`src/include/videoPost_settings.svh`:
```
// Raster geometry, FIFO sizing and read lead macros, included by the RTL and the testbench
`ifndef VIDEOPOST_SETTINGS_SVH
`define VIDEOPOST_SETTINGS_SVH

// ------------------------------
// Horizontal timing in pixel clocks
// ------------------------------
`define HACTIVE 16
`define HFRONT 3
`define HSYNC 4
`define HBACK 5

// ------------------------------
// Vertical timing in lines
// ------------------------------
`define VACTIVE 4
`define VFRONT 1
`define VSYNC 2
`define VBACK 2

// ------------------------------
// Buffering
// ------------------------------
// Input FIFO words
`define FIFODEPTH 64
// One full line buffered before timing starts
`define PREFILL `HACTIVE
// Read request to data enable distance
`define READLEAD 2

`endif

```
`src/rtl/videoTimingPkg.sv`:
```
// Line phase type shared by the raster generator and the testbench raster model
package videoTimingPkg;

	// ------------------------------
	// Raster phases
	// ------------------------------
	// Encoding follows raster order so a plain increment
	// steps to the next phase and wraps after front porch
	typedef enum logic [1:0]
	{
		// Sync pulse
		PH_SYNC = 2'd0,
		// Back porch
		PH_BACK = 2'd1,
		// Visible pixels or lines
		PH_ACTIVE = 2'd2,
		// Front porch
		PH_FRONT = 2'd3
	} linePhase_t;

	// Same type serves horizontal and vertical counters

endpackage

```
`src/rtl/videoCtrlPkg.sv`:
```
// Register map, video source select and colour-bar table for the control path
package videoCtrlPkg;

	// Word address, taken from Wishbone address bits 3:2
	typedef enum logic [1:0]
	{
		REG_CTRL = 2'd0,
		REG_STATUS = 2'd1,
		REG_FRAMES = 2'd2
	} regAddr_t;

	// Output source, CTRL bit 1
	typedef enum logic
	{
		SRC_LIVE = 1'b0,
		SRC_BARS = 1'b1
	} videoSrc_t;

	// ------------------------------
	// Colour bars, left to right
	// ------------------------------
	// Already in transmitter order, chroma high byte and luma low byte
	localparam logic [15:0] barColour [0:7] = '{
		16'h80EB, 16'h10D2, 16'hA6AA, 16'h3691,
		16'hCA6A, 16'h5A51, 16'hF029, 16'h8010
	};

endpackage

```
`src/rtl/pixelFifo.sv`:
```
// Synchronous input pixel FIFO with combinational full flag, registered read data and error pulses
`timescale 1ns/1ns
`include "videoPost_settings.svh"

module pixelFifo
(
	input  logic        iVCLK,
	input  logic        iVRST,
	input  logic [15:0] i_wrData,
	input  logic        i_wrEn,
	input  logic        i_rdEn,
	output logic [15:0] o_rdData,
	output logic        o_full,
	output logic        o_empty,
	output logic        o_overflow,
	output logic        o_underflow
);

	localparam int addrW = $clog2(`FIFODEPTH);
	localparam logic [addrW:0] depthWords = `FIFODEPTH;

	// Circular buffer storage
	logic [15:0] mem [0:`FIFODEPTH-1];
	logic [addrW-1:0] wrPtr;
	logic [addrW-1:0] rdPtr;
	// Occupancy, one bit wider than the pointers
	logic [addrW:0] count;
	logic wrOk;
	logic rdOk;

	// ------------------------------
	// Flags
	// ------------------------------
	assign o_full = (count == depthWords);
	assign o_empty = (count == '0);
	// Write dropped when full, read refused when empty
	assign wrOk = i_wrEn && !o_full;
	assign rdOk = i_rdEn && !o_empty;

	// Pointers and occupancy
	always_ff @(posedge iVCLK)
	begin
		if (iVRST)
		begin
			wrPtr <= '0;
			rdPtr <= '0;
			count <= '0;
		end
		else
		begin
			if (wrOk)
				wrPtr <= wrPtr + 1'b1;
			if (rdOk)
				rdPtr <= rdPtr + 1'b1;
			case ({wrOk, rdOk})
				2'b10: count <= count + 1'b1;
				2'b01: count <= count - 1'b1;
				default: count <= count;
			endcase
		end
	end

	// ------------------------------
	// Storage and read port
	// ------------------------------
	always_ff @(posedge iVCLK)
	begin
		if (wrOk)
			mem[wrPtr] <= i_wrData;
		// Data valid one cycle after the request
		if (rdOk)
			o_rdData <= mem[rdPtr];
		else if (i_rdEn)
			o_rdData <= '0;
	end

	// Single cycle error pulses toward the status register
	always_ff @(posedge iVCLK)
	begin
		if (iVRST)
		begin
			o_overflow <= 1'b0;
			o_underflow <= 1'b0;
		end
		else
		begin
			o_overflow <= i_wrEn && o_full;
			o_underflow <= i_rdEn && o_empty;
		end
	end

endmodule

```
`src/rtl/timingStartGate.sv`:
```
// Start gate holding the raster generator until one line of pixels sits in the FIFO
`timescale 1ns/1ns
`include "videoPost_settings.svh"

module timingStartGate
(
	input  logic iVCLK,
	input  logic iVRST,
	input  logic i_wrAccepted,
	output logic o_timingRun
);

	localparam int cntW = $clog2(`PREFILL + 1);

	// Accepted writes since reset
	logic [cntW-1:0] wrCount;
	logic lastFill;

	// ------------------------------
	// Prefill counter
	// ------------------------------
	// The PREFILL-th accepted write releases timing
	assign lastFill = i_wrAccepted && (wrCount == cntW'(`PREFILL - 1));

	always_ff @(posedge iVCLK)
	begin
		if (iVRST)
		begin
			wrCount <= '0;
			o_timingRun <= 1'b0;
		end
		else if (!o_timingRun)
		begin
			// Count only while the gate is still closed
			if (i_wrAccepted)
				wrCount <= wrCount + 1'b1;
			if (lastFill)
				o_timingRun <= 1'b1;
		end
		// Latched open until the next reset
	end

endmodule

```
`src/rtl/videoTimingGen.sv`:
```
// Raster generator producing sync, data enable, early FIFO read request and pixel position
`timescale 1ns/1ns
`include "videoPost_settings.svh"

module videoTimingGen
(
	input  logic       iVCLK,
	input  logic       iVRST,
	input  logic       i_run,
	output logic       o_hsync,
	output logic       o_vsync,
	output logic       o_de,
	output logic       o_rdReq,
	output logic [4:0] o_hPos,
	output logic       o_frameStart
);

	// Phase length for one axis
	function automatic int phaseLen(input videoTimingPkg::linePhase_t ph,
		input int lenSync, input int lenBack, input int lenActive, input int lenFront);
		case (ph)
			videoTimingPkg::PH_SYNC: return lenSync;
			videoTimingPkg::PH_BACK: return lenBack;
			videoTimingPkg::PH_ACTIVE: return lenActive;
			default: return lenFront;
		endcase
	endfunction

	// Raster order wraps from front porch back to sync
	function automatic videoTimingPkg::linePhase_t nextPhase(
		input videoTimingPkg::linePhase_t ph);
		return videoTimingPkg::linePhase_t'(ph + 2'd1);
	endfunction

	videoTimingPkg::linePhase_t hPhase;
	videoTimingPkg::linePhase_t vPhase;
	// Position within the current phase
	logic [4:0] hCnt;
	logic [3:0] vCnt;
	logic hLast;
	logic vLast;
	logic lineEnd;
	logic activeNow;
	logic frameHead;

	// ------------------------------
	// Phase end detection
	// ------------------------------
	assign hLast = (int'(hCnt) ==
		phaseLen(hPhase, `HSYNC, `HBACK, `HACTIVE, `HFRONT) - 1);
	assign vLast = (int'(vCnt) ==
		phaseLen(vPhase, `VSYNC, `VBACK, `VACTIVE, `VFRONT) - 1);
	assign lineEnd = hLast && (hPhase == videoTimingPkg::PH_FRONT);
	// First pixel clock of a frame
	assign frameHead = (vPhase == videoTimingPkg::PH_SYNC) && (vCnt == '0) &&
		(hPhase == videoTimingPkg::PH_SYNC) && (hCnt == '0);

	// Counters parked at frame start until released
	always_ff @(posedge iVCLK)
	begin
		if (iVRST || !i_run)
		begin
			hPhase <= videoTimingPkg::PH_SYNC;
			hCnt <= '0;
			vPhase <= videoTimingPkg::PH_SYNC;
			vCnt <= '0;
		end
		else
		begin
			if (hLast)
			begin
				hPhase <= nextPhase(hPhase);
				hCnt <= '0;
			end
			else
				hCnt <= hCnt + 1'b1;
			// Vertical steps once per line
			if (lineEnd)
			begin
				if (vLast)
				begin
					vPhase <= nextPhase(vPhase);
					vCnt <= '0;
				end
				else
					vCnt <= vCnt + 1'b1;
			end
		end
	end

	// ------------------------------
	// Outputs
	// ------------------------------
	// Request and position lead the registered enable by one cycle
	assign activeNow = i_run && (hPhase == videoTimingPkg::PH_ACTIVE) &&
		(vPhase == videoTimingPkg::PH_ACTIVE);
	assign o_rdReq = activeNow;
	assign o_hPos = hCnt;

	always_ff @(posedge iVCLK)
	begin
		if (iVRST)
		begin
			o_hsync <= 1'b0;
			o_vsync <= 1'b0;
			o_de <= 1'b0;
			o_frameStart <= 1'b0;
		end
		else
		begin
			o_hsync <= i_run && (hPhase == videoTimingPkg::PH_SYNC);
			o_vsync <= i_run && (vPhase == videoTimingPkg::PH_SYNC);
			o_de <= activeNow;
			// Pulse lines up with the VSync rising edge
			o_frameStart <= i_run && frameHead;
		end
	end

endmodule

```
`src/rtl/hdmiPixelFormat.sv`:
```
// Output formatter doing byte swap, colour-bar substitution, blanking and final sync alignment
`timescale 1ns/1ns
`include "videoPost_settings.svh"

module hdmiPixelFormat
(
	input  logic                   iVCLK,
	input  logic                   iVRST,
	input  logic                   i_hsync,
	input  logic                   i_vsync,
	input  logic                   i_de,
	input  logic [4:0]             i_hPos,
	input  logic [15:0]            i_fifoData,
	input  logic                   i_enable,
	input  videoCtrlPkg::videoSrc_t i_source,
	output logic                   o_hs,
	output logic                   o_vs,
	output logic                   o_de,
	output logic [15:0]            o_data
);

	// Position delayed to the FIFO data cycle
	logic [4:0] hPosD;
	logic [2:0] barIdx;
	logic [15:0] pixelOut;
	logic showPixel;

	always_ff @(posedge iVCLK)
	begin
		hPosD <= i_hPos;
	end

	// ------------------------------
	// Source select
	// ------------------------------
	// Eight equal bars across the active line
	assign barIdx = 3'((int'(hPosD) * 8) / `HACTIVE);
	assign showPixel = i_de && i_enable;

	always_comb
	begin
		if (i_source == videoCtrlPkg::SRC_BARS)
			pixelOut = videoCtrlPkg::barColour[barIdx];
		else
			// Transmitter wants luma in the low byte
			pixelOut = {i_fifoData[7:0], i_fifoData[15:8]};
	end

	// Final register stage, syncs keep running when disabled
	always_ff @(posedge iVCLK)
	begin
		if (iVRST)
		begin
			o_hs <= 1'b0;
			o_vs <= 1'b0;
			o_de <= 1'b0;
			o_data <= '0;
		end
		else
		begin
			o_hs <= i_hsync;
			o_vs <= i_vsync;
			o_de <= showPixel;
			o_data <= showPixel ? pixelOut : 16'h0000;
		end
	end

endmodule

```
`src/rtl/wbCtrlRegs.sv`:
```
// Wishbone classic slave for output control, sticky FIFO error flags and frame count
`timescale 1ns/1ns

module wbCtrlRegs
(
	input  logic                    iVCLK,
	input  logic                    iVRST,
	input  logic                    i_wbCyc,
	input  logic                    i_wbStb,
	input  logic                    i_wbWe,
	input  logic [3:0]              i_wbAdr,
	input  logic [31:0]             i_wbDat,
	output logic [31:0]             o_wbDat,
	output logic                    o_wbAck,
	input  logic                    i_overflow,
	input  logic                    i_underflow,
	input  logic                    i_frameStart,
	output logic                    o_outEnable,
	output videoCtrlPkg::videoSrc_t o_source
);

	logic accessNow;
	logic writeNow;
	videoCtrlPkg::regAddr_t regSel;
	logic ovFlag;
	logic unFlag;
	logic [15:0] frameCount;
	logic [31:0] readVal;

	// One access per ack, stb held high gets no second ack
	assign accessNow = i_wbCyc && i_wbStb && !o_wbAck;
	assign writeNow = accessNow && i_wbWe;
	// Word registers, byte lanes ignored
	assign regSel = videoCtrlPkg::regAddr_t'(i_wbAdr[3:2]);

	// ------------------------------
	// Registers
	// ------------------------------
	always_ff @(posedge iVCLK)
	begin
		if (iVRST)
		begin
			o_wbAck <= 1'b0;
			o_outEnable <= 1'b1;
			o_source <= videoCtrlPkg::SRC_LIVE;
			ovFlag <= 1'b0;
			unFlag <= 1'b0;
			frameCount <= '0;
		end
		else
		begin
			o_wbAck <= accessNow;
			if (writeNow && (regSel == videoCtrlPkg::REG_CTRL))
			begin
				o_outEnable <= i_wbDat[0];
				o_source <= videoCtrlPkg::videoSrc_t'(i_wbDat[1]);
			end
			// Write one clears, a new event in the same cycle wins
			ovFlag <= (ovFlag && !(writeNow && (regSel == videoCtrlPkg::REG_STATUS) &&
				i_wbDat[0])) || i_overflow;
			unFlag <= (unFlag && !(writeNow && (regSel == videoCtrlPkg::REG_STATUS) &&
				i_wbDat[1])) || i_underflow;
			if (i_frameStart)
				frameCount <= frameCount + 1'b1;
		end
	end

	// Read mux, holes read zero
	always_comb
	begin
		case (regSel)
			videoCtrlPkg::REG_CTRL: readVal = {30'd0, o_source, o_outEnable};
			videoCtrlPkg::REG_STATUS: readVal = {30'd0, unFlag, ovFlag};
			videoCtrlPkg::REG_FRAMES: readVal = {16'd0, frameCount};
			default: readVal = 32'd0;
		endcase
	end

	always_ff @(posedge iVCLK)
	begin
		if (accessNow && !i_wbWe)
			o_wbDat <= readVal;
	end

endmodule

```
`src/rtl/videoPostProcess.sv`:
```
// Top level of the video back end, FIFO to start gate, raster generator and formatter plus registers
`timescale 1ns/1ns

module videoPostProcess
(
	input  logic        iVCLK,
	input  logic        iVRST,
	// Pixel input
	input  logic [15:0] i_pixel,
	input  logic        i_pixelValid,
	output logic        o_full,
	// Video output
	output logic        o_hs,
	output logic        o_vs,
	output logic        o_de,
	output logic [15:0] o_data,
	// Wishbone
	input  logic        i_wbCyc,
	input  logic        i_wbStb,
	input  logic        i_wbWe,
	input  logic [3:0]  i_wbAdr,
	input  logic [31:0] i_wbDat,
	output logic [31:0] o_wbDat,
	output logic        o_wbAck
);

	logic [15:0] fifoData;
	logic wrAccepted;
	logic overflow;
	logic underflow;
	logic timingRun;
	logic rdReq;
	logic hsync;
	logic vsync;
	logic de;
	logic [4:0] hPos;
	logic frameStart;
	logic outEnable;
	videoCtrlPkg::videoSrc_t source;

	// Writes the FIFO actually took
	assign wrAccepted = i_pixelValid && !o_full;

	// ------------------------------
	// Pipeline
	// ------------------------------
	pixelFifo pixelFifo_i (
		.iVCLK(iVCLK), .iVRST(iVRST),
		.i_wrData(i_pixel), .i_wrEn(i_pixelValid),
		.i_rdEn(rdReq), .o_rdData(fifoData),
		// Empty only matters inside, for the underflow pulse
		.o_full(o_full), .o_empty(),
		.o_overflow(overflow), .o_underflow(underflow)
	);

	timingStartGate timingStartGate_i (
		.iVCLK(iVCLK), .iVRST(iVRST),
		.i_wrAccepted(wrAccepted), .o_timingRun(timingRun)
	);

	videoTimingGen videoTimingGen_i (
		.iVCLK(iVCLK), .iVRST(iVRST), .i_run(timingRun),
		.o_hsync(hsync), .o_vsync(vsync), .o_de(de),
		.o_rdReq(rdReq), .o_hPos(hPos), .o_frameStart(frameStart)
	);

	hdmiPixelFormat hdmiPixelFormat_i (
		.iVCLK(iVCLK), .iVRST(iVRST),
		.i_hsync(hsync), .i_vsync(vsync), .i_de(de),
		.i_hPos(hPos), .i_fifoData(fifoData),
		.i_enable(outEnable), .i_source(source),
		.o_hs(o_hs), .o_vs(o_vs), .o_de(o_de), .o_data(o_data)
	);

	// Control and status beside the pipeline
	wbCtrlRegs wbCtrlRegs_i (
		.iVCLK(iVCLK), .iVRST(iVRST),
		.i_wbCyc(i_wbCyc), .i_wbStb(i_wbStb), .i_wbWe(i_wbWe),
		.i_wbAdr(i_wbAdr), .i_wbDat(i_wbDat),
		.o_wbDat(o_wbDat), .o_wbAck(o_wbAck),
		.i_overflow(overflow), .i_underflow(underflow),
		.i_frameStart(frameStart),
		.o_outEnable(outEnable), .o_source(source)
	);

endmodule

```
`config.mk`:
```
export PLATFORM = sky130hd
export DESIGN_NAME = videoPostProcess
export DESIGN_NICKNAME = d
export VERILOG_FILES = /design/src/rtl/videoTimingPkg.sv /design/src/rtl/videoCtrlPkg.sv /design/src/rtl/pixelFifo.sv /design/src/rtl/timingStartGate.sv /design/src/rtl/videoTimingGen.sv /design/src/rtl/hdmiPixelFormat.sv /design/src/rtl/wbCtrlRegs.sv /design/src/rtl/videoPostProcess.sv
export VERILOG_INCLUDE_DIRS = /design/src /design/src/include
export SDC_FILE = /design/constraint.sdc
export NUM_CORES = 1
export LEC_CHECK = 0
export BUFFER_PORTS_ARGS = -buffer_cell sky130_fd_sc_hd__buf_2
export CAP_MARGIN = 20
export CORE_ASPECT_RATIO = 0.6
export CORE_UTILIZATION = 30
export CTS_CLUSTER_DIAMETER = 40
export DETAILED_ROUTE_END_ITERATION = 8
export PLACE_DENSITY = 0.55
export SYNTH_ARGS = -nofsm -noshare
export SYNTH_HDL_FRONTEND = slang
export SYNTH_SLANG_ARGS = --single-unit
```
`constraint.sdc`:
```
create_clock -name iVCLK -period 4.3 [get_ports iVCLK]
set_input_delay 0.86 -clock iVCLK [delete_from_list [all_inputs] [get_ports iVCLK]]
set_output_delay 0.86 -clock iVCLK [all_outputs]
set_load 0.005 [all_outputs]
```
==> key figures <==
Floorplan
  • Die height: 301 um
  • Die area: 0.151 mm^2
  • Row Count: about 110
  • Die X: 501 um
  • Core area: 0.148 mm^2
  • I/O pin count: 111
  • Initial cell density of the core: 30.3%

Yosys
  • Yosys reg bits: ~1100
  • Asr flop ratio synth: 0%
  • Synth area leader: edfxtp_1
  • Top FF cell, synth: edfxtp_1
  • Largest family of logic cells by synthesized area: multiplexers
  • Post-Syn Area: ~0.045 mm^2
  • Post-Synth XOR/XNOR Area: 0.744%
  • Cell variety after synth: 67
  • Post-synthesis cell count: 2391
  • Simple-Gate Fraction of Synth Area: 4.79%
  • Synth top area share: 70.9%
  • Synth top area cells: edfxtp_1 71%, mux4_2 9.1%, dfxtp_1 4.2%, mux2i_1 3.6%, a22oi_1 1.8%
  • Post-synthesis adder-cell area fraction: less than 1%
  • Seq/Total Area, Yosys: 75.0%
  • Synth Area in Compound Gates: 4.02%
  • EDFF count, synth: 1056
  • Mean Syn Cell Area: 18.7 um^2
  • YS warnings: 0
  • Post-synthesis mux area share: 12.8%

Global route
  • Vias in the first global route: 22100
  • Grt ovf: 0
  • Initial antenna violation count: 12
  • Largest net degree at the start of global routing: 68
  • Global-route wire length before repair: 168000 um
  • Overall Global Routing Usage: 15.5%

STA
  • Fin. Hold Viols: 0
  • Max Fclk: 0.286 GHz
  • Final period utilization: 81.2%
  • Period minus WS final: 3490 ps
  • Final Max Tran Viols: 0
  • Final TNS setup: 0 ps
  • Worst Tran Pin Value: around 1100 ps
  • Unrepaired setup endpoints after global routing: false
  • Max_slew headroom: about a quarter
  • Clock Skew: 51.3 ps
  • Final setup fails: 0

Layout
  • Final Core Density: 35.0%
  • Layout cells sized above 1: 21.9%
  • Commonest non-fill, non-tap cell in the layout: edfxtp_1
  • Nets: 2670
  • Final cell count without fillers: 4670
  • Area delta synth->final: 15.7%
  • Layout fillers: 13700
  • Register Area: 0.0336 mm^2
  • Multi-input gate area: ~0.011 mm^2
  • Most frequent cells in the layout: 1056 x edfxtp_1, 180 x mux4_2, 162 x mux2i_1

Critical path
  • Cell family with most CP delay: simple AND/OR/NAND/NOR gates
  • Crit-path cells: nor4_1 -> a31oi_2 -> inv_1 -> ha_1 -> xor2_1 -> ha_1 -> a311oi_1 -> nor4b_2 -> mux2_1
  • Critical path peak fanout: 12
  • Critical Path Start Type: flip-flop
  • WP data arrival: 4090 ps
  • WP depth: 9
  • Setup crit end kind: flip-flop
  • FF-to-FF path depth: 9
  • Setup CP Type: flip-flop to flip-flop
  • Buffers and inverters on the worst path: 1
  • Worst path slowest cell: nor4_1
  • Max incr delay on CP: 680 ps
  • CP required: about 4900 ps
  • Most frequent cell on the critical path: ha_1

Hold path
  • Depth of the worst hold-timing path: 3
  • Hold WC Path Type: input port to flip-flop

Route
  • DR WL/cell: 25.2 um
  • First-pass iteration count of the detailed router: 5
  • Starting DRT DRC Count: around 3100
  • Number of vias per cell: 5.01
  • Detailed-route via count: 23400
  • DRC: 0
  • Total Wirelength: 118000 um
  • Final ANT Viol Nets: 0

Clocking
  • Worst skew pair latency: between 700 and 800 ps
  • CTS max path bufs: 3
  • Clk sink count: around 1100
  • Post-CTS Resized: 0
  • Hold-fix buffers, CTS: 0
  • H-Tree Depth: 3
  • TritonCTS clock tree: built
  • Num CTS Buffers: about 110
  • CTS Root Cell: clkbuf_16
  • Post-CTS Setup Bufs: 0
  • Reg clk slew, reported paths: 70 ps

Placed design
  • RePlAce Congestion: 0.903
  • Post-DP HPWL: 76600 um
  • IO buf count: 62
  • Placed insts: 4468

Power and ir drop
  • Pwr per Cell Area: 431 mW/mm^2
  • Worst VDD drop: 332 uV
  • Leak: 15.9 nW
  • Overall power: 22.3 mW

Run
  • Max Cap Viol: 0

Run status
  • Status: complete, no violations
==> layer usage <==
layer	global-route usage [%]	up-vias	share of wire, %
met5	0	-	0.019
met3	4.15	138	10
met1	26.0	12300	51
met2	19.1	940	38
li1	-	10100	-
met4	2.82	4	1.4
==> cells by family (layout without fill, tap and decap cells) <==
| logic type | Yosys count | after routing |
|---|---|---|
| flops | 1149 | 1149 |
| simple gates | 402 | 402 |
| mux | 347 | 347 |
| compound gates | 259 | 259 |
| buf+inv | 166 | 431 |
| xor+xnor | 38 | 38 |
| fa+ha+maj | 29 | 29 |
| other cells | 1 | 17 |
==> report_power, final <==
part / internal, mW / switching (mW) / total [mW]
clock: 5.41 / 4.26 / 9.67
sequential: 12.2 / 0.0202 / 12.2
combinational: 0.0729 / 0.326 / 0.398
total: 17.7 / 4.61 / 22.3
==> worst paths after layout <==
check / slack [ps] / from / to
max: 810 / pixelFifo_i.count[1] / pixelFifo_i.count[6]
min reg2reg: 430 / videoTimingGen_i.o_hPos[1] / hdmiPixelFormat_i.hPosD[1]
max reg2reg: 810 / pixelFifo_i.count[1] / pixelFifo_i.count[6]
min: 420 / i_wbDat[1] / wbCtrlRegs_i.o_source
==> per-stage QoR <==
stage	hold slack [ps]	cell area, um^2	setup slack, ps
after floorplan	387	44800	953
after global placement	423	48200	888
after detailed placement	424	48200	811
after CTS	349	51700	811
after global routing	388	51800	584
final	417	51800	808
==> sequential cells by signal (all words and copies together) (netlist names), 2 cells and up, named ones only <==
register	flops
pixelFifo_i.mem	1024
hdmiPixelFormat_i.o_data	16
pixelFifo_i.o_rdData	16
wbCtrlRegs_i.frameCount	16
wbCtrlRegs_i.o_wbDat	16
pixelFifo_i.count	7
pixelFifo_i.rdPtr	6
pixelFifo_i.wrPtr	6
timingStartGate_i.wrCount	5
videoTimingGen_i.o_hPos	5
videoTimingGen_i.vCnt	4
hdmiPixelFormat_i.hPosD	3
videoTimingGen_i.hPhase	2
videoTimingGen_i.vPhase	2
==> cell usage after synthesis, types with 13 or more instances <==
library cell,count
xor2_1,28
and2_1,20
nor2_1,142
buf_1,23
mux4_2,180
a21oi_1,27
and3_1,16
buf_4,23
a22oi_1,109
nor2b_1,20
mux2i_1,162
nand4_1,32
ha_1,29
inv_1,20
clkbuf_1,44
o22ai_1,50
nand3_1,29
dfxtp_1,93
o21ai_0,17
edfxtp_1,1056
nand2_1,53
or4_1,13
buf_2,50
==> worst reg2reg max path: cells and delay by family, from the launching register on <==
family	cells	cell delay, ps
AOI/OAI and AO/OA	2	360
xor gates and xnor gates	1	190
adders and majority gates	2	820
buffers and inverters	1	230
DFF	1	420
muxes	1	350
and+or+nand+nor	2	1000
==> final cells by class <==
class	instances	area share (%)
Multi-Input combinational cell	1091	20.3
Antenna cell	1	0.00483
Sequential cell	1149	64.9
Inverter	22	0.160
Clock buffer	136	5.47
Timing Repair Buffer	211	3.04
Clock inverter	62	1.34
Tap cell	1998	4.83
Power figures use the tool's default switching activity.
